## src/logic/exe_pkg.sv

```systemverilog
package exe_pkg;

    // ----------------------------------------
    // Widths
    // ----------------------------------------
    localparam int XLEN   = 64;            // Operand and result width
    localparam int TAG_W  = 6;             // Physical register tag
    localparam int WORD_W = 32;            // Width of the W forms
    localparam int PP_W   = XLEN + WORD_W; // 64 x 32 partial product
    localparam int PROD_W = 2 * XLEN;      // Full product

    typedef logic [XLEN-1:0]  xlen_t;
    typedef logic [TAG_W-1:0] tag_t;

    // ----------------------------------------
    // Operations
    // ----------------------------------------
    // Bit 3 marks the multiplier ops
    typedef enum logic [3:0] {
        OP_ADD    = 4'b0000,
        OP_SUB    = 4'b0001,
        OP_AND    = 4'b0010,
        OP_OR     = 4'b0011,
        OP_XOR    = 4'b0100,
        OP_MUL    = 4'b1000,
        OP_MULH   = 4'b1001,
        OP_MULHSU = 4'b1010,
        OP_MULHU  = 4'b1011
    } exe_op_t;

    // One unit result on its way to writeback
    typedef struct packed {
        logic  valid;
        tag_t  tag;
        xlen_t result;
    } wb_t;

    // True for every op handled by the multiplier
    function automatic logic is_mul_op(exe_op_t op);
        return op inside {OP_MUL, OP_MULH, OP_MULHSU, OP_MULHU};
    endfunction

    // Multiplies that need the second stage
    function automatic logic is_long_op(exe_op_t op, logic op_32);
        return is_mul_op(op) && !op_32;
    endfunction

endpackage

```

## src/logic/exe_wb.sv

```systemverilog
`timescale 1ns/100ps

module exe_wb import exe_pkg::*; (
    input  logic  clk_i,
    input  logic  rstn_i,
    input  logic  kill_i,
    input  wb_t   alu_wb_i,
    input  wb_t   mul_wb_i,
    output logic  wb_valid_o,
    output tag_t  wb_tag_o,
    output xlen_t wb_result_o
);

    logic  valid_q;
    tag_t  tag_q;
    xlen_t result_q;

    always_ff @(posedge clk_i or negedge rstn_i) begin
        if (!rstn_i) begin
            valid_q <= 1'b0;
        end else if (kill_i) begin
            valid_q <= 1'b0;
        end else begin
            valid_q <= alu_wb_i.valid || mul_wb_i.valid;
        end
    end

    // At most one unit result is valid per cycle
    always_ff @(posedge clk_i) begin
        if (alu_wb_i.valid) begin
            tag_q    <= alu_wb_i.tag;
            result_q <= alu_wb_i.result;
        end else if (mul_wb_i.valid) begin
            tag_q    <= mul_wb_i.tag;
            result_q <= mul_wb_i.result;
        end
    end

    assign wb_valid_o  = valid_q;
    assign wb_tag_o    = tag_q;
    assign wb_result_o = result_q;

endmodule

```

## config.mk

```make
export PLATFORM = sky130hd
export DESIGN_NAME = exe_wb
export DESIGN_NICKNAME = d
export VERILOG_FILES = /design/src/logic/exe_pkg.sv /design/src/logic/exe_wb.sv
export SDC_FILE = /design/constraint.sdc
export NUM_CORES = 1
export LEC_CHECK = 0
export BUFFER_PORTS_ARGS = -buffer_cell sky130_fd_sc_hd__buf_2
export CORE_ASPECT_RATIO = 1.75
export CORE_MARGIN = 2
export CORE_UTILIZATION = 42
export DETAILED_ROUTE_END_ITERATION = 16
export PLACE_DENSITY = 0.81
export SLEW_MARGIN = 20
export SYNTH_ARGS = -nofsm -noshare
export SYNTH_HDL_FRONTEND = slang
export SYNTH_SLANG_ARGS = --single-unit
```

## constraint.sdc

```tcl
create_clock -name clk_i -period 0.8 [get_ports clk_i]
set_input_delay 0 -clock clk_i [delete_from_list [all_inputs] [get_ports clk_i]]
set_output_delay 0 -clock clk_i [all_outputs]
set_load 0.005 [all_outputs]
```

* Yosys cells after proc, flatten, opt, wreduce, memory -nomap -nowiden
Cells that the tools add are included.
** Word-level totals
- Logic and storage cells :: 10
- Flip-flop bits (word level) :: 71
- Bits of input ports :: 145
** Operators by class
- Reduce and logical (&&, ||, !) cells :: 2
- Muxes and demuxes :: 5
** Operator list (number)
- two-way mux 64 bit :: 2
- two-way mux 6 bit :: 2
- nonzero test 2 bit :: 1
- logical OR 1 bit :: 1
- two-way mux 1 bit :: 1

* Depth between registers and ports, before layout
- Depth in word-level cells :: 2
- Depth in mapped cells :: 3
- Mapped depth without buffers :: 1

* Least setup slack after synthesis
OpenSTA, ideal clock, no wires.
- Path kind :: input -> register
- Start point :: input port alu_wb_i[70] (netlist bit)
- End point :: register result_q[0] (netlist: wb_result_o[0]) (enable)
- Stages on the path :: 3
- Slack :: -834 ps
- Arrival :: 1237 ps
- Cell sequence :: buf_6 buf_12 or2_2
** On the way
- Cells in the longest elaborated chain, start to end :: 1
** Ends and longest elaborated chain
- from (decl) :: RTL line exe_wb.sv:7 : input wb_t alu_wb_i,
- nonzero test 2 bit (no line)
- to (signal assigned) :: RTL line exe_wb.sv:32 : result_q <= alu_wb_i.result;
- to (signal assigned) :: RTL line exe_wb.sv:35 : result_q <= mul_wb_i.result;
- to (decl) :: RTL line exe_wb.sv:16 : xlen_t result_q;
Every way passes these cells.
A chain may end at the register's enable or synchronous reset.

* Final worst setup path
- Start point :: register result_q[23] (netlist: wb_result_o[23])
- End point :: output port wb_result_o[23]
** RTL lines
- to (decl) :: RTL line exe_wb.sv:11 : output xlen_t wb_result_o
No word-level cell between the ends.

==> key figures <==
Critical path
  – Chain of cells forming the critical path: buf_2
  – Critical path type: reg2out
  – CP peak stage delay: just under 0.4 ns
  – Slowest CP cell: edfxtp_1
  – Worst Path Max Fanout: 1
  – WP data arrival: between 0.8 and 0.9 ns
  – CP endpoint kind: output port
  – Buf+Inv Stages, Crit Path: 1
  – Top delay family on crit path: flip-flops
  – WP depth: 1
  – Worst Path Required: roughly 0.8 ns
  – Crit start category: flop

Die
  – Die Height: about 120 um
  – Core area: ~0.0078 sq mm
  – Die Wd: 71.4 um
  – Initial core utilization: 0.428
  – Die ar.: 0.00870 sq mm
  – I/O pins: between 200 and 250
  – Cell Rows: 43

Place
  – Post-DP Area: around 0.0045 sq mm
  – Final HPWL DP: around 5900 um
  – Placer Congestion: between 0.7 and 0.8
  – I/O Buffers: 215

Logic synthesis
  – Yosys reg bits: between 70 and 80
  – Yosys cell types: 8
  – Syn_nets: just under 300
  – Yosys top cell area share: 0.630
  – Synth async-reset ratio: 0.0141
  – Syn avg cell area: 22.1 sq um
  – Syn Inst Count: 151
  – Synth warnings: 0
  – Post-Syn Area: ~0.0033 sq mm
  – Largest area contributor in the netlist: edfxtp_1
  – Count leader, synth: edfxtp_1
  – Largest cells by area after synthesis: edfxtp_1 63%, mux2_4 31%, buf_12 4.2%
  – Post-synth top cells: 70 x edfxtp_1, 68 x mux2_4, 7 x buf_12, 2 x mux2_2
  – Register area share after synthesis: 0.637
  – Number of synthesized flops with an enable pin: 70
  – Leading register cell type out of synthesis: edfxtp_1

Global route
  – All-layer global routing usage: 0.171
  – GR Overflow Total: 0
  – Number of global-route vias before repair: between 2,000 and 2,500
  – Initial antenna violation count: 0
  – Largest net degree at the start of global routing: 28
  – Global-route wire length before repair: between 10,000 and 15,000 um

Detailed routing
  – Remaining antenna violation count: 0
  – Wirelength per Cell: about 16 um
  – Remaining DRCs: 0
  – Drt first pass iters: 4
  – Initial drt markers: roughly 130
  – Vias: between 2,000 and 2,500
  – Post-Route WL: approximately 7500 um
  – Vias per std cell: ~4.6

Cells and area
  – Fillers: roughly 640
  – Post-route cell area: about 0.0048 sq mm
  – ANT cells: 0
  – Multi-input logic area: roughly 0.0011 sq mm
  – Final core occ: 0.617
  – Share of cells above drive strength 1: 0.791
  – Nets: around 530
  – FF+latch area: 0.00213 sq mm
  – Area grow syn2layout: 44.3%

Worst hold path
  – Hold Path Depth: 2
  – Tightest Hold Check Type: in2reg

Power and ir drop
  – Peak VDD IR: about 1.6 mV
  – Lkg Pwr: ~2.4 nW
  – Pwr Density: about 2000 mW/mm^2

STA
  – # setup viols final: 56
  – Rel. slew slack: 0.856
  – Max-slew violations: 0
  – Achievable Freq: between 1000 and 1500 MHz
  – Final hold vios: 70
  – Final period utilization: 1.07
  – Tmin final: between 0.8 and 0.9 ns
  – Hold Slack: -0.0270 ns
  – RSZ-0062 raised after global routing: yes
  – Slew @ Worst Pin: 0.216 ns
  – Post-route setup slack: -0.0538 ns

Clock tree
  – CTS Buf Count: 9
  – Clock Tree Buf Depth: 2
  – CTS H-tree depth: 3
  – Clock slew at reported path FFs: 0.05 ns
  – Post-CTS Resized: 0
  – CTS tree: built
  – Setup bufs post-CTS: 0
  – Root buf cell: clkbuf_16
  – Hold-fix buffers, CTS: 6
  – Clock sinks: 71

Outcome
  – Outcome: finished with violations
  – Violations in the final reports: negative hold slack, negative setup slack

Flow run
  – Max_cap viols: 0
final timing paths:
| path | from | to | slack (ns) |
|---|---|---|---|
| worst min-delay path | mul_wb_i[10] | wb_result_o[10] | -0.03 |
| min in group asynchronous | rstn_i | wb_valid_o | 0.52 |
| worst max-delay path | wb_result_o[23] | wb_result_o[23] | -0.05 |
| max in group asynchronous | rstn_i | wb_valid_o | 0.18 |
flip-flops by register name, indices dropped and copies added (netlist names):
signal,cells
wb_result_o,64
wb_valid_o,1
wb_tag_o,6
through the flow:
step                setup slack, ns  TNS (ns)  power [W]  hold WS (ns)  std cells
floorplan                    -0.437    -31.87    0.00547        -0.296        151
finish                      -0.0538    -0.941    0.00962       -0.0270        477
CTS                         -0.0778     -2.35    0.00974       -0.0433        479
detailed placement           -0.221    -19.12    0.00630        -0.221        457
global route                -0.0965     -3.48     0.0100       -0.0401        477
global placement             -0.193    -17.08    0.00623        -0.225        457
cell type report:
class | instances | area share
multi-input cells | 72 | 0.221
flip-flops and latches | 71 | 0.442
clock inverters | 7 | 0.00624
well taps | 90 | 0.0234
clock buffers | 9 | 0.0468
repair buffers | 228 | 0.261
routing by layer:
layer | part of all wire | wire (um) | GRT usage
met1 | 0.34 | 2550 | 0.183
met2 | 0.55 | 4120 | 0.300
met3 | 0.086 | 638 | 0.0587
met4 | 0.020 | 150 | 0.0708
met5 | 0 | 0 | 0
report_power, final:
part / total (W) / internal (W) / switching (W)
Sequential: 0.00466 / 0.00456 / 0.0000939
Clock: 0.00340 / 0.00203 / 0.00137
Combinational: 0.00156 / 0.000986 / 0.000578
placed cells by master, fill, tap and decap left out:
master	Yosys	layout
buf_2	0	212
edfxtp_1	70	70
mux2_4	68	68
clkbuf_16	0	9
dlygate4sd3_1	0	6
buf_4	0	5
buf_12	7	5
clkinv_1	0	4
clkinv_2	0	3
mux2_2	2	2
or2_4	0	1
o21ba_2	1	1
dfrtp_1	1	1
kinds of logic after synthesis:
logic type,Yosys count,synth area share
AO/OA/AOI/OAI,1,0.00300
buffers and inverters,8,0.0454
flip-flops,71,0.637
multiplexers,70,0.313
AND/OR/NAND/NOR,1,0.00188
(Power assumes the default switching activity.)
