$ cat src/logic/exe_pkg.sv
package exe_pkg;

    // ----------------------------------------
    // Widths
    // ----------------------------------------
    localparam int XLEN   = 64;            // Operand and result width
    localparam int TAG_W  = 6;             // Physical register tag
    localparam int WORD_W = 32;            // Width of the W forms
    localparam int PP_W   = XLEN + WORD_W; // 64 x 32 partial product
    localparam int PROD_W = 2 * XLEN;      // Full product

    typedef logic [XLEN-1:0]  xlen_t;
    typedef logic [TAG_W-1:0] tag_t;

    // ----------------------------------------
    // Operations
    // ----------------------------------------
    // Bit 3 marks the multiplier ops
    typedef enum logic [3:0] {
        OP_ADD    = 4'b0000,
        OP_SUB    = 4'b0001,
        OP_AND    = 4'b0010,
        OP_OR     = 4'b0011,
        OP_XOR    = 4'b0100,
        OP_MUL    = 4'b1000,
        OP_MULH   = 4'b1001,
        OP_MULHSU = 4'b1010,
        OP_MULHU  = 4'b1011
    } exe_op_t;

    // One unit result on its way to writeback
    typedef struct packed {
        logic  valid;
        tag_t  tag;
        xlen_t result;
    } wb_t;

    // True for every op handled by the multiplier
    function automatic logic is_mul_op(exe_op_t op);
        return op inside {OP_MUL, OP_MULH, OP_MULHSU, OP_MULHU};
    endfunction

    // Multiplies that need the second stage
    function automatic logic is_long_op(exe_op_t op, logic op_32);
        return is_mul_op(op) && !op_32;
    endfunction

endpackage

$ cat src/logic/exe_req_if.sv
`timescale 1ns/100ps

// One decoded request, valid for a single cycle
interface exe_req_if import exe_pkg::*; ();

    logic    valid;
    exe_op_t op;
    logic    op_32;  // Selects the W form
    xlen_t   src1;
    xlen_t   src2;
    tag_t    tag;    // Destination physical register

    modport issue (
        output valid, op, op_32, src1, src2, tag
    );

    modport unit (
        input valid, op, op_32, src1, src2, tag
    );

endinterface

$ cat src/logic/issue_ctrl.sv
`timescale 1ns/100ps

module issue_ctrl import exe_pkg::*; (
    input  logic     clk_i,
    input  logic     rstn_i,
    input  logic     kill_i,
    input  logic     issue_valid_i,
    input  exe_op_t  issue_op_i,
    input  logic     issue_op32_i,
    input  xlen_t    issue_src1_i,
    input  xlen_t    issue_src2_i,
    input  tag_t     issue_tag_i,
    output logic     issue_ready_o,
    exe_req_if.issue alu_req,
    exe_req_if.issue mul_req
);

    logic to_mul;   // Op belongs to the multiplier
    logic is_long;  // Op needs both multiplier stages
    logic accept;
    logic long_q;   // Last accepted op was a long multiply

    assign to_mul  = is_mul_op(issue_op_i);
    assign is_long = is_long_op(issue_op_i, issue_op32_i);

    // A short op right behind a long one would meet it at writeback
    assign issue_ready_o = !kill_i && !(long_q && !is_long);
    assign accept        = issue_valid_i && issue_ready_o;

    always_ff @(posedge clk_i or negedge rstn_i) begin
        if (!rstn_i) begin
            alu_req.valid <= 1'b0;
            mul_req.valid <= 1'b0;
            long_q        <= 1'b0;
        end else if (kill_i) begin  // Flush
            alu_req.valid <= 1'b0;
            mul_req.valid <= 1'b0;
            long_q        <= 1'b0;
        end else begin
            alu_req.valid <= accept && !to_mul;
            mul_req.valid <= accept && to_mul;
            long_q        <= accept && is_long;
        end
    end

    // Operands go only to the unit that owns the op
    always_ff @(posedge clk_i) begin
        if (accept && !to_mul) begin
            alu_req.op    <= issue_op_i;
            alu_req.op_32 <= issue_op32_i;
            alu_req.src1  <= issue_src1_i;
            alu_req.src2  <= issue_src2_i;
            alu_req.tag   <= issue_tag_i;
        end
        if (accept && to_mul) begin
            mul_req.op    <= issue_op_i;
            mul_req.op_32 <= issue_op32_i;
            mul_req.src1  <= issue_src1_i;
            mul_req.src2  <= issue_src2_i;
            mul_req.tag   <= issue_tag_i;
        end
    end

endmodule

$ cat src/flat_wrapper.sv
// flat-port wrapper written by rule: the top's interface ports become plain ports
module issue_ctrl_flat import exe_pkg::*;
  (clk_i, rstn_i, kill_i, issue_valid_i, issue_op_i, issue_op32_i, issue_src1_i, issue_src2_i, issue_tag_i, issue_ready_o, alu_req_valid, alu_req_op, alu_req_op_32, alu_req_src1, alu_req_src2, alu_req_tag, mul_req_valid, mul_req_op, mul_req_op_32, mul_req_src1, mul_req_src2, mul_req_tag);
  exe_req_if alu_req_i ();
  exe_req_if mul_req_i ();
  input  logic clk_i;
  input  logic rstn_i;
  input  logic kill_i;
  input  logic issue_valid_i;
  input  exe_op_t issue_op_i;
  input  logic issue_op32_i;
  input  xlen_t issue_src1_i;
  input  xlen_t issue_src2_i;
  input  tag_t issue_tag_i;
  output logic issue_ready_o;
  output wire logic [$bits(alu_req_i.valid)-1:0] alu_req_valid;
  output wire logic [$bits(alu_req_i.op)-1:0] alu_req_op;
  output wire logic [$bits(alu_req_i.op_32)-1:0] alu_req_op_32;
  output wire logic [$bits(alu_req_i.src1)-1:0] alu_req_src1;
  output wire logic [$bits(alu_req_i.src2)-1:0] alu_req_src2;
  output wire logic [$bits(alu_req_i.tag)-1:0] alu_req_tag;
  output wire logic [$bits(mul_req_i.valid)-1:0] mul_req_valid;
  output wire logic [$bits(mul_req_i.op)-1:0] mul_req_op;
  output wire logic [$bits(mul_req_i.op_32)-1:0] mul_req_op_32;
  output wire logic [$bits(mul_req_i.src1)-1:0] mul_req_src1;
  output wire logic [$bits(mul_req_i.src2)-1:0] mul_req_src2;
  output wire logic [$bits(mul_req_i.tag)-1:0] mul_req_tag;
  assign alu_req_valid = alu_req_i.valid;
  assign alu_req_op = alu_req_i.op;
  assign alu_req_op_32 = alu_req_i.op_32;
  assign alu_req_src1 = alu_req_i.src1;
  assign alu_req_src2 = alu_req_i.src2;
  assign alu_req_tag = alu_req_i.tag;
  assign mul_req_valid = mul_req_i.valid;
  assign mul_req_op = mul_req_i.op;
  assign mul_req_op_32 = mul_req_i.op_32;
  assign mul_req_src1 = mul_req_i.src1;
  assign mul_req_src2 = mul_req_i.src2;
  assign mul_req_tag = mul_req_i.tag;
  issue_ctrl u_core (.clk_i(clk_i), .rstn_i(rstn_i), .kill_i(kill_i), .issue_valid_i(issue_valid_i), .issue_op_i(issue_op_i), .issue_op32_i(issue_op32_i), .issue_src1_i(issue_src1_i), .issue_src2_i(issue_src2_i), .issue_tag_i(issue_tag_i), .issue_ready_o(issue_ready_o), .alu_req(alu_req_i), .mul_req(mul_req_i));
endmodule
$ cat config.mk
export PLATFORM = sky130hd
export DESIGN_NAME = issue_ctrl_flat
export DESIGN_NICKNAME = d
export VERILOG_FILES = /design/src/logic/exe_pkg.sv /design/src/logic/exe_req_if.sv /design/src/logic/issue_ctrl.sv /design/src/flat_wrapper.sv
export SDC_FILE = /design/constraint.sdc
export NUM_CORES = 1
export LEC_CHECK = 0
export ABC_AREA = 1
export BUFFER_PORTS_ARGS = -buffer_cell sky130_fd_sc_hd__buf_2
export CELL_PAD_IN_SITES_DETAIL_PLACEMENT = 1
export CELL_PAD_IN_SITES_GLOBAL_PLACEMENT = 1
export CORE_ASPECT_RATIO = 1.5
export CORE_UTILIZATION = 25
export CTS_CLUSTER_SIZE = 16
export DETAILED_ROUTE_END_ITERATION = 8
export PLACE_DENSITY_LB_ADDON = 0.1
export RECOVER_POWER = 50
export SLEW_MARGIN = 25
export SYNTH_ARGS = -nofsm -noshare
export SYNTH_HDL_FRONTEND = slang
export SYNTH_SLANG_ARGS = --single-unit
$ cat constraint.sdc
create_clock -name clk_i -period 8.4 [get_ports clk_i]
set_input_delay 1.68 -clock clk_i [delete_from_list [all_inputs] [get_ports clk_i]]
set_output_delay 1.68 -clock clk_i [all_outputs]
set_load 0.03 [all_outputs]
Yosys cells after proc, flatten, opt, wreduce, memory -nomap -nowiden
Index checks and enable logic that the tools add are counted.
Widths: inputs -> output; s select.
- register bits: 281
- input bits: 143
- output and inout bits: 281
- word-level logic and storage cells: 33
- equal/unequal tests: 4
- muxes and demuxes: 3
- reduce and logical (&&, ||, !) cells: 13
- operators with widths (kind ; count):
    $eq 4x4->1 const B ; 4
    $logic_and 1x1->1 ; 7
    $logic_not 1->1 ; 5
    $reduce_bool 4->1 ; 1
    $mux 1 ; 3

Logic depth before layout (Yosys ltp)
- depth in word-level cells: 10
- gate-level depth with buffers: 5
- depth with buffers taken out: 5

Worst setup path before layout
Ideal clock, no wire load.
- path type: in2reg
- from: in issue_op_i[2]
- to: reg u_core.alu_req.op[0], enable pin
- library setup time: 0.639 ns
- arrival time: 7.751 ns
- data required time: 7.761 ns
- path slack: 0.010 ns
- stages: 5
- path buffers: 0
- cell sequence: inv_2 nand3_2 nand2_2 nand3_2 nor2_1
- cells in the longest elaborated chain, start to end: 9
- elaborated cells between the ends (all ways): 13
- ends and longest elaborated chain (element ; line ; text):
    start, declared ; flat_wrapper.sv:10 ; input exe_op_t issue_op_i;
    $eq 4x4->1 ; exe_pkg.sv:40 ; return op inside {OP_MUL, OP_MULH, OP_MULHSU, OP_MULHU};
    $reduce_bool 4->1 (*) ; exe_pkg.sv:40 ;
    $logic_and 1x1->1 ; exe_pkg.sv:45 ; return is_mul_op(op) && !op_32;
    $logic_not 1->1 ; issue_ctrl.sv:27 ; assign issue_ready_o = !kill_i && !(long_q && !is_long);
    $logic_and 1x1->1 ; issue_ctrl.sv:27 ;
    $logic_not 1->1 ; issue_ctrl.sv:27 ;
    $logic_and 1x1->1 ; issue_ctrl.sv:27 ;
    $logic_and 1x1->1 ; issue_ctrl.sv:28 ; assign accept = issue_valid_i && issue_ready_o;
    $logic_and 1x1->1 (*) ; issue_ctrl.sv:48 ; if (accept && !to_mul) begin
    end, declared ; exe_req_if.sv:14 ; output valid, op, op_32, src1, src2, tag
Mark *: on every way between the ends. The rest lies on a longest branch, timed or not.
A chain may end at the register's enable or synchronous reset.

Worst setup path in the final report
- from: in issue_op_i[3]
- to: reg u_core.mul_req.src2[42], enable pin
- cells in the longest elaborated chain, start to end: 9
- elaborated cells between the ends (all ways): 12
- ends and longest elaborated chain (element ; line ; text):
    $eq 4x4->1 ; exe_pkg.sv:40 ;
    $reduce_bool 4->1 (*) ; exe_pkg.sv:40 ;
    $logic_and 1x1->1 ; exe_pkg.sv:45 ;
    $logic_not 1->1 ; issue_ctrl.sv:27 ;
    $logic_and 1x1->1 ; issue_ctrl.sv:27 ;
    $logic_not 1->1 ; issue_ctrl.sv:27 ;
    $logic_and 1x1->1 ; issue_ctrl.sv:27 ;
    $logic_and 1x1->1 ; issue_ctrl.sv:28 ;
    $logic_and 1x1->1 (*) ; issue_ctrl.sv:55 ; if (accept && to_mul) begin
    end, declared ; exe_req_if.sv:14 ;
Marks and branches as above.

==> impl_metrics.py <==
metrics = {
    "final_layout": {
        "final_nets": 896,
        "final_cells": 1194,
        "fillCellCount": 3509,
        "area_growth_pct": 39.6,
        "design_area_um2": 11900,
        "layout-drive-gt1-share_pct": 41.6,
    },
    "sta": {
        "max_freq_mhz": 228,
        "worst_pin_slew_ps": 2450,
        "slew_headroom_pct": -63.3,
        "worst_slack_ps": 4010,
        "hold_viol_final": 0,
        "rsz0062_at_grt": "false",
        "min_period_over_period_pct": 52.2,
        "fin_skew_ps": 7.10,
        "setup_violations": 0,
        "fin_setup_tns_ps": 0,
        "fin_crit_ps": 4390,
        "slew_viol_final": 66,
    },
    "logic_synthesis": {
        "yosysSeqAreaShare_pct": 99.2,
        "synthTopCellsByCount": "edfxtp_1, nor2_1, dfrtp_1, inv_1, nand3_2",
        "synth-edff-count": 278,
        "yosysMostFrequentCell": "edfxtp_1",
        "ys_warn_count": 0,
        "synth_cell_type_count": 9,
        "syn_area_um2": 8490,
        "yosys_most_used_dff": "edfxtp_1",
        "synth-seq-cells": 281,
        "avgSynthCellArea_um2": 28.8,
        "async_flop_share_pct": 1.07,
        "synth.area.top_cells": "edfxtp_1, dfrtp_1, nand3_2",
        "synth_nets": 438,
        "syn_inst": 295,
        "synth.top_cell.area_share_pct": 98.3,
        "yosysTopAreaCell": "edfxtp_1",
    },
    "global_route": {
        "globalRouteOverflowTotal": 0,
        "grt_pass1_wl_um": 34000,
        "grt_max_degree": 73,
        "antenna_found_initial": 3,
        "grt_use_total_pct": 13.3,
        "grt_pass1_vias": 5228,
    },
    "detailed_routing": {
        "drcViolationCount": 21,
        "antenna_left": 0,
        "vias": 4700,
        "wl_um": 23800,
        "dr.pass1.iters": 6,
        "wire_per_inst_um": 19.9,
        "viasPerCell": 3.94,
        "drt_iter0_drc": 245,
    },
    "setup_path": {
        "r2r_cells": 5,
        "r2r-end": "u_core.mul_req.src2[42]$_DFFE_PP_",
        "crit_path_max_fanout": 41,
        "path_cells": "clkbuf_1, nand3_1, nand2_2, nand3_1, nor2_4, clkbuf_1, buf_16",
        "cpLargestDelayFamily": "buffers and inverters",
        "cpMaxStageDelayCell": "clkbuf_1",
        "critPathBufInv": 3,
        "cp.required_ps": 8600,
        "crit_path_start_kind": "primary input",
        "critPathMaxStageDelay_ps": 1740,
        "rr_startpoint": "u_core.long_q$_DFF_PN0_",
        "reg2reg_setup_slack_ps": 5120,
        "crit_path_end_kind": "flip-flop",
        "critical_path_class": "in -> reg",
        "cp.arrival_ps": 4590,
    },
    "floorplanning": {
        "die_w_um": 152,
        "io_pins": 424,
        "start_util_pct": 25.4,
        "die_h_um": 228,
        "dieArea_um2": 34700,
        "core_area_um2": 33400,
        "rows": 82,
    },
    "cts": {
        "cts_tree": "yes",
        "holdBufCountCts": 0,
        "clk_pin_slew_worst_paths_ps": 60,
        "clockBufferDepth": 3,
        "root_buffer": "clkbuf_16",
        "cts_resized": 0,
        "h-tree-depth": 1,
        "cts_made_buffers": 27,
        "clkLatencyLatePin_ps": 520,
        "clock-sinks": 281,
        "post_cts.repair.setup_buffers": 0,
    },
    "placement": {
        "place_congestion": 0.741,
        "hpwl_um": 17500,
        "place_inst": 1143,
        "portBuffers": 423,
        "place_ws_ps": 4400,
        "dpl_cell_area_um2": 11200,
    },
    "power_and_ir_drop": {
        "power_uw": 2920,
        "seqPwrFrac_pct": 54.8,
        "combPwrFrac_pct": 6.2,
        "p_sw_share_pct": 21.8,
        "p_switching_uw": 636,
        "p_int_uw": 2280,
        "clkPwrFrac_pct": 39.0,
        "power.leakage_uw": 0.00434,
        "pwr_density_cell_nw_per_um2": 246,
        "peakVddDrop_uv": 120,
    },
    "run_status": {
        "status": "finished with violations",
        "failed_checks": "DRC, capacitance limit, slew limit",
    },
    "job": {
        "drv_cap": 2,
    },
    "worst_hold_path": {
        "hp-class": "reg -> reg",
        "whs_path_depth": 3,
        "min_to": "u_core.long_q$_DFF_PN0_",
        "hp-start": "u_core.long_q$_DFF_PN0_",
    },
}
[flip-flops by register name, indices dropped and copies added, names as in the netlist]
name                  flops
u_core.alu_req.valid      1
u_core.long_q             1
u_core.alu_req.src1      64
u_core.mul_req.tag        6
u_core.mul_req.src2      64
u_core.mul_req.op         4
u_core.alu_req.src2      64
u_core.alu_req.tag        6
u_core.mul_req.op_32      1
u_core.alu_req.op         4
u_core.alu_req.op_32      1
u_core.mul_req.valid      1
u_core.mul_req.src1      64
[how the worst max path moves through the flow]
| stage | startpoint | to | cells after the start |
|---|---|---|---|
| floorplan | issue_op_i[2] | u_core.alu_req.op[0]$_DFFE_PP_ | 5 |
| global placement | issue_op_i[2] | issue_ready_o | 5 |
| detailed placement | issue_op_i[2] | issue_ready_o | 5 |
| CTS | issue_op_i[2] | issue_ready_o | 5 |
| global route | issue_op_i[3] | u_core.mul_req.src2[33]$_DFFE_PP_ | 7 |
| finish | issue_op_i[3] | u_core.mul_req.src2[42]$_DFFE_PP_ | 7 |
[metal layers]
layer / up-vias / part of all wire (%) / global-route usage (%)
met4: 2 / 3.3 / 5.78
met2: 232 / 57 / 26.5
met3: 37 / 8.8 / 4.64
met1: 2316 / 31 / 11.9
li1: 2113 / - / -
met5: - / 0.080 / 0
[power by group through the flow]
stage                     clock (uW)  sequential (uW)  combinational [uW]
after floorplan                    0             1720                16.4
after global placement             0             1630                 184
after detailed placement           0             1630                 190
after CTS                       1190             1600                 190
after global routing            1230             1600                 190
final                           1140             1600                 180
[tightest hold or removal path: stages, from the launching register on]
cell	delay, ps
dfrtp_1	370
nand2_2	60
nand3_1	240
nor2_1	80
[per-stage QoR]
| step | utilization (%) | hold WS, ps |
|---|---|---|
| 2_1_floorplan | - | 549 |
| 3_3_place_gp | 33.4 | 642 |
| 3_5_place_dp | 33.5 | 670 |
| 4_1_cts | 35.9 | 682 |
| 5_1_grt | 35.4 | 875 |
| 6_report | 35.4 | 786 |
[layout by cell type, fill, tap and decap left out]
cell / netlist / final
inv_1: 3 / 3
diode_2: 0 / 2
a21oi_1: 1 / 1
nand2_2: 1 / 1
bufinv_16: 0 / 2
nor2_4: 0 / 2
clkinv_2: 0 / 5
buf_4: 0 / 2
inv_2: 1 / 1
buf_16: 0 / 2
nand2_1: 1 / 1
dfrtp_1: 3 / 3
edfxtp_1: 278 / 278
nand3_1: 0 / 2
clkbuf_1: 0 / 154
nor2_1: 5 / 3
buf_2: 0 / 279
clkbuf_16: 0 / 27
clkinv_1: 0 / 6
[kinds of logic (layout without fill, tap and decap cells)]
logic type / count (synthesis) / in the layout / synth area share (%)
AOI/OAI and AO/OA: 1 / 1 / 0.0589
buffers and inverters: 4 / 481 / 0.177
DFF: 281 / 281 / 99.2
other: 0 / 2 / 0
and+or+nand+nor: 9 / 9 / 0.575
[area by class of cell]
cell class,instances,area (um^2),area share (%)
multi-input cells,10,58.8,0.496
inverters,4,15.0,0.127
clock inverters,13,108,0.908
clock buffers,35,706,5.95
diodes,2,5.00,0.0422
well taps,420,526,4.43
flip-flops and latches,281,8420,71.1
repair buffers,429,2010,17.0
No activity file was read; power rests on OpenSTA's default activity.
