### config.mk
export PLATFORM = sky130hd
export DESIGN_NAME = alu_unit_flat
export DESIGN_NICKNAME = d
export VERILOG_FILES = /design/src/logic/exe_pkg.sv /design/src/logic/exe_req_if.sv /design/src/logic/alu_unit.sv /design/src/flat_wrapper.sv
export SDC_FILE = /design/constraint.sdc
export NUM_CORES = 1
export LEC_CHECK = 0
export BUFFER_PORTS_ARGS = -buffer_cell sky130_fd_sc_hd__buf_2
export CORE_MARGIN = 5
export CORE_UTILIZATION = 62
export CTS_CLUSTER_SIZE = 30
export DETAILED_ROUTE_END_ITERATION = 16
export GPL_ROUTABILITY_DRIVEN = 0
export PLACE_DENSITY_LB_ADDON = 0.05
export SLEW_MARGIN = 25
export SYNTH_ARGS = -nofsm -noshare
export SYNTH_HDL_FRONTEND = slang
export SYNTH_SLANG_ARGS = --single-unit
### constraint.sdc
create_clock -name clk_i -period 1.3 [get_ports clk_i]
set_input_delay 0.26 -clock clk_i [delete_from_list [all_inputs] [get_ports clk_i]]
set_output_delay 0.26 -clock clk_i [all_outputs]
set_load 0.005 [all_outputs]
### src/logic/exe_pkg.sv
package exe_pkg;

    // ----------------------------------------
    // Widths
    // ----------------------------------------
    localparam int XLEN   = 64;            // Operand and result width
    localparam int TAG_W  = 6;             // Physical register tag
    localparam int WORD_W = 32;            // Width of the W forms
    localparam int PP_W   = XLEN + WORD_W; // 64 x 32 partial product
    localparam int PROD_W = 2 * XLEN;      // Full product

    typedef logic [XLEN-1:0]  xlen_t;
    typedef logic [TAG_W-1:0] tag_t;

    // ----------------------------------------
    // Operations
    // ----------------------------------------
    // Bit 3 marks the multiplier ops
    typedef enum logic [3:0] {
        OP_ADD    = 4'b0000,
        OP_SUB    = 4'b0001,
        OP_AND    = 4'b0010,
        OP_OR     = 4'b0011,
        OP_XOR    = 4'b0100,
        OP_MUL    = 4'b1000,
        OP_MULH   = 4'b1001,
        OP_MULHSU = 4'b1010,
        OP_MULHU  = 4'b1011
    } exe_op_t;

    // One unit result on its way to writeback
    typedef struct packed {
        logic  valid;
        tag_t  tag;
        xlen_t result;
    } wb_t;

    // True for every op handled by the multiplier
    function automatic logic is_mul_op(exe_op_t op);
        return op inside {OP_MUL, OP_MULH, OP_MULHSU, OP_MULHU};
    endfunction

    // Multiplies that need the second stage
    function automatic logic is_long_op(exe_op_t op, logic op_32);
        return is_mul_op(op) && !op_32;
    endfunction

endpackage

### src/logic/exe_req_if.sv
`timescale 1ns/100ps

// One decoded request, valid for a single cycle
interface exe_req_if import exe_pkg::*; ();

    logic    valid;
    exe_op_t op;
    logic    op_32;  // Selects the W form
    xlen_t   src1;
    xlen_t   src2;
    tag_t    tag;    // Destination physical register

    modport issue (
        output valid, op, op_32, src1, src2, tag
    );

    modport unit (
        input valid, op, op_32, src1, src2, tag
    );

endinterface

### src/logic/alu_unit.sv
`timescale 1ns/100ps

module alu_unit import exe_pkg::*; (
    input  logic           clk_i,
    input  logic           rstn_i,
    input  logic           kill_i,
    exe_req_if.unit        req_i,
    output wb_t            wb_o
);

    xlen_t res_d;
    logic  word_arith;  // ADDW or SUBW
    logic  valid_q;
    tag_t  tag_q;
    xlen_t res_q;

    assign word_arith = req_i.op_32 && (req_i.op == OP_ADD || req_i.op == OP_SUB);

    always_comb begin
        case (req_i.op)
            OP_ADD:  res_d = req_i.src1 + req_i.src2;
            OP_SUB:  res_d = req_i.src1 - req_i.src2;
            OP_AND:  res_d = req_i.src1 & req_i.src2;
            OP_OR:   res_d = req_i.src1 | req_i.src2;
            OP_XOR:  res_d = req_i.src1 ^ req_i.src2;
            default: res_d = '0;
        endcase

        // W forms keep the low word and sign-extend it
        if (word_arith) begin
            res_d = {{(XLEN-WORD_W){res_d[WORD_W-1]}}, res_d[WORD_W-1:0]};
        end
    end

    always_ff @(posedge clk_i or negedge rstn_i) begin
        if (!rstn_i) begin
            valid_q <= 1'b0;
        end else if (kill_i) begin
            valid_q <= 1'b0;
        end else begin
            valid_q <= req_i.valid;
        end
    end

    always_ff @(posedge clk_i) begin
        if (req_i.valid) begin
            tag_q <= req_i.tag;
            res_q <= res_d;
        end
    end

    assign wb_o.valid  = valid_q;
    assign wb_o.tag    = tag_q;
    assign wb_o.result = res_q;

endmodule

### src/flat_wrapper.sv
// flat-port wrapper written by rule: the top's interface ports become plain ports
module alu_unit_flat import exe_pkg::*;
  (clk_i, rstn_i, kill_i, wb_o, req_i_valid, req_i_op, req_i_op_32, req_i_src1, req_i_src2, req_i_tag);
  exe_req_if req_i_i ();
  input  logic clk_i;
  input  logic rstn_i;
  input  logic kill_i;
  output wb_t wb_o;
  input wire logic [$bits(req_i_i.valid)-1:0] req_i_valid;
  input wire logic [$bits(req_i_i.op)-1:0] req_i_op;
  input wire logic [$bits(req_i_i.op_32)-1:0] req_i_op_32;
  input wire logic [$bits(req_i_i.src1)-1:0] req_i_src1;
  input wire logic [$bits(req_i_i.src2)-1:0] req_i_src2;
  input wire logic [$bits(req_i_i.tag)-1:0] req_i_tag;
  assign req_i_i.valid = req_i_valid;
  assign req_i_i.op = req_i_op;
  assign req_i_i.op_32 = req_i_op_32;
  assign req_i_i.src1 = req_i_src1;
  assign req_i_i.src2 = req_i_src2;
  assign req_i_i.tag = req_i_tag;
  alu_unit u_core (.clk_i(clk_i), .rstn_i(rstn_i), .kill_i(kill_i), .req_i(req_i_i), .wb_o(wb_o));
endmodule
==> flow_metrics.py, run 1 <==
metrics = {
    "clocking": {
        "cts_hold_buf": 1,
        "cts_buffers": 9,
        "post_cts_resized": 274,
        "cts_buffer_depth": 2,
        "clock-sinks": 71,
        "root_buffer": "clkbuf_16",
        "htree_levels": 3,
        "cts_setup_buffers": 76,
    },
    "floorplan": {
        "die_y_um": 141,
        "ios": 214,
        "die_w_um": 141,
        "rows": 47,
        "start_util": 0.634,
    },
    "synthesis": {
        "synthFlopType": "edfxtp_1",
        "async_flop_share": 0.0141,
        "yosysMostFrequentCell": "ha_1",
        "synth_cell_type_count": 72,
        "ys_seq_area_frac": 0.201,
        "synth_top_area_cell": "ha_1",
        "syn-num-nets": 1616,
        "synth_warnings": 0,
        "synth_seq_cells": 71,
        "yosys-top-cells-area": "ha_1 23%, edfxtp_1 20%, xnor2_1 7.9%",
        "synth_area_um2": 10600,
        "synth_area_per_cell_um2": 8.28,
        "netlist_instances": 1280,
        "synth_top_cells_by_count": "192 x ha_1, 143 x inv_1, 96 x a21oi_1",
        "synth-edff-count": 70,
        "yosysTopAreaCellShare": 0.227,
    },
    "placed_design": {
        "place_hpwl_um": 34700,
        "place_area_um2": 15500,
        "portBuffers": 213,
        "dpl.cell_count": 2096,
    },
    "outcome": {
        "lastStage": "4_1_cts",
        "status": "stopped before the end",
        "tool.error": "[ERROR DPL-0038] Utilization greater than 100%, impossible to legalize",
    },
}
stage by stage:
stage          setup slack [ns]  hold slack [ns]  utilization  setup TNS (ns)
2_1_floorplan             -3.25          -0.0356            -         -148.63
3_3_place_gp              -3.58           0.0357        0.929         -174.65
3_5_place_dp              -3.84           0.0361        0.929         -185.02
cells by family after synthesis:
family / Yosys count / share of synthesized area
buffers and inverters: 209 / 0.0752
xor gates and xnor gates: 120 / 0.0992
adders and majority gates: 193 / 0.229
DFF: 71 / 0.201
muxes: 1 / 0.000945
AOI/OAI and AO/OA: 419 / 0.273
and+or+nand+nor: 267 / 0.122
==> run 2, diff against run 1 <==
CORE_UTILIZATION = 40   (was 62)
CTS_CLUSTER_SIZE = unset   (was 30)
PLACE_DENSITY_LB_ADDON = 0.15   (was 0.05)
==> flow_metrics.py, run 2 <==
metrics = {
    "outcome": {
        "status": "finished, violations left",
        "violations": "negative setup slack",
    },
    "grt": {
        "antenna_found_initial": 1,
        "grt_start_max_net_pins": 33,
        "overflow": 0,
        "grt_usage": 0.269,
        "grt_pass1_wl_um": 66400,
        "grt_pass1_vias": 12800,
    },
    "hold_path": {
        "min_path_type": "input port to flop",
        "hold_end": "u_core.valid_q",
        "hold_depth": 2,
        "min_from": "kill_i",
    },
    "final_layout": {
        "finalNonFillerCells": 2309,
        "final_cell_mix": "461 x buf_4, 206 x buf_2, 187 x ha_1",
        "regArea_um2": 2130,
        "nNetsFinal": 2304,
        "regMostFlops": "u_core.res_q",
        "largest_register_ffs": 64,
        "final_area_um2": 17900,
        "reg_top3": "u_core.res_q: 64 flops, u_core.tag_q: 6 flops, u_core.valid_q: 1 flops",
        "multiInputGateArea_um2": 9110,
        "syn_to_final_growth_pct": 69.2,
        "drive_gt1_frac": 0.493,
        "layout_commonest_cell": "buf_4",
        "postLayoutCoreUtil": 0.688,
        "fill_cells": 2090,
    },
    "floorplan": {
        "dieArea_um2": 29800,
        "start_util": 0.407,
        "rows": 59,
        "ios": 214,
        "die_w_um": 173,
        "die_y_um": 173,
        "core_um2": 26100,
    },
    "timing": {
        "slew_headroom": 0.565,
        "report.final.slew_viol_count": 0,
        "hold_slack_ns": 0.0434,
        "period_needed_ns": 4.61,
        "hold_viol": 0,
        "fin_crit_sh": 3.55,
        "worst_pin_slew_ns": 0.652,
        "fmax_ghz": 0.217,
        "rsz0062_at_grt": "yes",
        "setup_violations": 63,
        "worst_slack_ns": -3.31,
    },
    "synthesis": {
        "synth_xor_area_frac": 0.0992,
        "synth_cell_type_count": 72,
        "synthMuxAreaShare": 0.000945,
        "netlist_instances": 1280,
        "synth_warnings": 0,
        "synth_compound_area_frac": 0.273,
        "synth_area_per_cell_um2": 8.28,
        "synth_top_cells_by_count": "192 x ha_1, 143 x inv_1, 96 x a21oi_1",
        "yosysMostFrequentCell": "ha_1",
        "synthFlopType": "edfxtp_1",
        "async_flop_share": 0.0141,
        "synth_top_area_cell": "ha_1",
        "synth_seq_cells": 71,
        "ys_seq_area_frac": 0.201,
        "synth-edff-count": 70,
        "synth_area_um2": 10600,
        "synthAdderAreaFrac": 0.229,
        "yosys-top-cells-area": "ha_1 23%, edfxtp_1 20%, xnor2_1 7.9%",
        "yosysTopAreaCellShare": 0.227,
        "synth_top_family_by_area": "compound AO/OA/AOI/OAI gates",
        "syn-num-nets": 1616,
        "synthSimpleGateAreaFrac": 0.122,
    },
    "routing": {
        "drt_iter0_drc": 957,
        "routedWlPerCell_um": 19.2,
        "vias": 12900,
        "wirelength_um": 44400,
        "firstDrtPassIters": 5,
        "via_per_inst": 5.58,
        "drc": 0,
        "ant_nets": 0,
    },
    "pwr": {
        "p_sw_mw": 5.04,
        "p_clk_frac": 0.191,
        "p_int_mw": 7.86,
        "peakVddDrop_mv": 0.519,
        "p_per_area_nw_per_um2": 720,
        "netSwitchingFraction": 0.390,
        "leakage_nw": 8.73,
        "p_comb_frac": 0.588,
        "seqPwrFrac": 0.221,
    },
    "worst_setup_path": {
        "slowest_delay_ns": 0.55,
        "cp_cell_sequence": "buf_6, or4_4, nor4_4, nand2_2, nor4_4, buf_4, nand2_4, or2_4, o21ai_2, xnor2_1, ha_1, inv_1, o21bai_1, a21oi_2, nand2_2, a2bb2oi_2, o21ai_4, a2111oi_4, o211ai_1, a31oi_2, buf_4, o211ai_1",
        "crit_required_ns": 1.37,
        "worstSetupPathType": "input port to flop",
        "cp-end-kind": "flop",
        "cp.arrival_ns": 4.69,
        "start_kind": "input port",
        "crit_slowest_cell": "or4_4",
        "path_max_fanout": 4,
    },
    "clocking": {
        "root_buffer": "clkbuf_16",
        "cts_buffers": 9,
        "cts_tree": "yes",
        "clock-sinks": 71,
        "htree_levels": 3,
        "cts_buffer_depth": 2,
        "path_clk_slew_ns": 0.07,
    },
    "placed_design": {
        "dpl.cell_count": 2224,
        "place_hpwl_um": 32300,
        "post-place-ws_ns": -3.78,
        "place_area_um2": 15700,
        "portBuffers": 213,
    },
    "job": {
        "cap_violations": 0,
    },
}
[run 2: metal layers]
layer / global-route usage / part of all wire
met2: 0.445 / 0.47
met3: 0.0404 / 0.063
met1: 0.363 / 0.43
met5: 0 / 0
met4: 0.0829 / 0.035
[run 2: how the worst max path moves through the flow]
| stage | from | endpoint | slack [ns] | cells past startpoint |
|---|---|---|---|---|
| 5_1_grt | req_i_src2[12] | u_core.res_q[56] | -3.37 | 21 |
| 6_report | req_i_src2[12] | u_core.res_q[60] | -3.31 | 22 |
| 2_1_floorplan | req_i_src2[12] | u_core.res_q[63] | -3.25 | 21 |
| 3_3_place_gp | req_i_src2[12] | u_core.res_q[56] | -3.71 | 21 |
| 4_1_cts | req_i_src2[12] | u_core.res_q[63] | -3.27 | 21 |
| 3_5_place_dp | req_i_src2[12] | u_core.res_q[57] | -3.78 | 22 |
[run 2: cell families after synthesis]
kind of cell	Yosys count
buf+inv	209
fa+ha+maj	193
flops	71
compound gates	419
xor+xnor	120
simple gates	267
mux	1
[run 2: area by class of cell]
class / count / area share
inverter: 143 / 0.0301
clock inverter: 7 / 0.00223
clock buffer: 9 / 0.0126
multi-input combinational: 1000 / 0.508
antenna: 1 / 0.000140
timing repair buffer: 743 / 0.305
sequential: 71 / 0.119
tap: 335 / 0.0234
[run 2: power by group through the flow]
stage | Clock, mW | Sequential, mW | Combinational (mW)
2_1_floorplan | 0 | 2.92 | 2.95
3_3_place_gp | 0 | 2.89 | 5.82
3_5_place_dp | 0 | 2.90 | 5.91
4_1_cts | 2.51 | 2.85 | 6.76
5_1_grt | 2.61 | 2.87 | 8.10
6_report | 2.46 | 2.85 | 7.59
[run 2: critical path: cells and delay by family]
kind	cells	cell delay (ns)
and+or+nand+nor	7	1.50
AOI/OAI and AO/OA	9	1.89
buffers and inverters	4	0.55
xor gates and xnor gates	1	0.09
adders and majority gates	1	0.40
[run 2: what timing repair did]
item                       CTS  global route
setup buffers               46            31
hold buffers                 1             0
pin swaps                  109            88
setup endpoints to repair   64            64
gates resized for setup    176           122
hold endpoints to repair     1             0
cloned                       1             0
[run 2: metrics by stage]
stage	TNS (ns)	total power, mW
6_report	-155.55	12.9
5_1_grt	-165.42	13.6
3_3_place_gp	-181.67	8.71
2_1_floorplan	-148.63	5.87
3_5_place_dp	-183.71	8.81
4_1_cts	-152.75	12.1
Power figures use the tool's default switching activity.
==> run 3, diff against run 2 <==
CORE_MARGIN = unset   (was 5)
clock period = 5.1 ns   (was 1.3 ns; I/O delays follow)
==> flow_metrics.py, run 3 (synthesis gave the netlist of run 2 again) <==
metrics = {
    "final_layout": {
        "regArea_um2": 2130,
        "finalNonFillerCells": 2089,
        "regMostFlops": "u_core.res_q",
        "syn_to_final_growth_pct": 42.0,
        "nNetsFinal": 2082,
        "multiInputGateArea_um2": 8170,
        "final_cell_mix": "298 x buf_4, 210 x buf_2, 188 x ha_1",
        "layout_commonest_cell": "buf_4",
        "drive_gt1_frac": 0.363,
        "reg_top3": "u_core.res_q: 64 flops, u_core.tag_q: 6 flops, u_core.valid_q: 1 flops",
        "fill_cells": 2443,
        "largest_register_ffs": 64,
    },
    "placed_design": {
        "dpl.cell_count": 2046,
        "place_hpwl_um": 29000,
        "portBuffers": 213,
    },
    "routing": {
        "ant_nets": 0,
        "drt_iter0_drc": 747,
        "vias": 11600,
        "drc": 0,
        "firstDrtPassIters": 5,
        "via_per_inst": 5.54,
        "wirelength_um": 38100,
        "routedWlPerCell_um": 18.2,
    },
    "floorplan": {
        "rows": 59,
        "core_um2": 26000,
        "dieArea_um2": 27100,
        "ios": 214,
        "die_w_um": 165,
        "start_util": 0.408,
        "die_y_um": 165,
    },
    "grt": {
        "grt_pass1_wl_um": 58000,
        "antenna_found_initial": 3,
        "grt_util_met1": 0.378,
        "grtUsageMet3": 0.0244,
        "overflow": 0,
        "top_usage_layer": "met2",
        "met2_usage": 0.447,
        "grt_pass1_vias": 11200,
        "grt_start_max_net_pins": 64,
        "grt_usage": 0.274,
    },
    "clocking": {
        "cts_tree": "yes",
        "htree_levels": 3,
        "cts_hold_buf": 0,
        "cts_buffer_depth": 2,
        "cts_buffers": 9,
        "path_clk_slew_ns": 0.07,
        "clock-sinks": 71,
        "root_buffer": "clkbuf_16",
    },
    "timing": {
        "period_needed_ns": 5.33,
        "hold_slack_ns": 0.425,
        "finalSetupTns_ns": -1.64,
        "report.final.slew_viol_count": 0,
        "worst_pin_slew_ns": 0.859,
        "rsz0062_at_grt": "yes",
        "fin_crit_sh": 1.05,
        "slew_headroom": 0.427,
        "hold_viol": 0,
        "setup_violations": 22,
        "worst_slack_ns": -0.231,
        "fmax_ghz": 0.188,
    },
    "pwr": {
        "p_per_area_nw_per_um2": 192,
        "leakage_nw": 7.31,
        "peakVddDrop_mv": 0.142,
        "power.total_mw": 2.90,
    },
    "worst_setup_path": {
        "cp.arrival_ns": 5.42,
        "cp-end-kind": "flop",
        "path_max_fanout": 6,
        "worstSetupPathType": "input port to flop",
        "start_kind": "input port",
        "crit_required_ns": 5.18,
    },
    "job": {
        "cap_violations": 0,
    },
    "outcome": {
        "status": "finished, violations left",
        "violations": "negative setup slack",
    },
    "hold_path": {
        "min_path_type": "input port to asynchronous set/reset pin",
    },
}
-- run 3: changes by cell type in the layout (fill, tap and decap cells not counted), sizes merged, moves of 2 or more --
cell      delta
clkbuf       +4
clkinv       -2
clkinvlp     -2
buf        -222
diode        +2
-- run 3: layer usage --
metal	wire length, µm	up-vias
li1	-	5645
met1	18100	5509
met2	17200	364
met3	1920	52
met4	905	0
met5	0	-
-- run 3: layout make-up --
| cell class | count | area share |
|---|---|---|
| sequential | 71 | 0.141 |
| antenna | 3 | 0.000499 |
| clock inverter | 5 | 0.00374 |
| tap | 335 | 0.0279 |
| multi-input combinational | 1000 | 0.543 |
| inverter | 143 | 0.0357 |
| clock buffer | 11 | 0.0161 |
| timing repair buffer | 521 | 0.232 |
-- run 3: worst max path at each step --
stage	start	end	slack, ns	depth (start not counted)
global route	req_i_src2[12]	u_core.res_q[62]	-0.44	23
global placement	req_i_src2[12]	u_core.res_q[58]	-0.69	21
floorplan	req_i_src2[12]	u_core.res_q[63]	-0.26	21
CTS	req_i_src2[12]	u_core.res_q[62]	-0.11	23
detailed placement	req_i_src2[12]	u_core.res_q[58]	-0.77	21
finish	req_i_src2[12]	u_core.res_q[63]	-0.23	21
-- run 3: critical path, stage by stage --
cell and delay (ns):
buf_6 0.09, or4_4 0.55, nor4_4 0.21, nand2_2 0.13, nor4_4 0.22, nand2_2 0.17, nor2_4 0.22, nand2_4 0.10
o21ai_2 0.16, xnor2_1 0.08, ha_1 0.36, a21o_1 0.18, a21o_1 0.20, a2111oi_4 0.34, o32ai_2 0.14, a221o_1 0.37
a31oi_4 0.30, o21ai_2 0.12, a41oi_2 0.18, xnor2_1 0.16, o211ai_2 0.11
-- run 3: what timing repair did --
| action | 4_1_cts | 5_1_grt |
|---|---|---|
| cloned | 0 | 1 |
| resized for setup | 31 | 62 |
| setup buffers | 6 | 17 |
| setup endpoints to repair | 32 | 35 |
| pin swaps | 15 | 39 |
-- run 3: metrics by stage --
stage / setup WS (ns) / area [µm²] / utilization
2_1_floorplan: -0.256 / 10700 / -
4_1_cts: -0.107 / 14600 / 0.561
6_report: -0.231 / 15000 / 0.579
3_3_place_gp: -0.694 / 14100 / 0.542
3_5_place_dp: -0.773 / 14100 / 0.542
5_1_grt: -0.441 / 15000 / 0.579
-- run 3: report_power, final --
group	internal, mW	total (mW)	switching [mW]
combinational	0.705	1.48	0.773
clock	0.394	0.695	0.301
sequential	0.709	0.723	0.0143
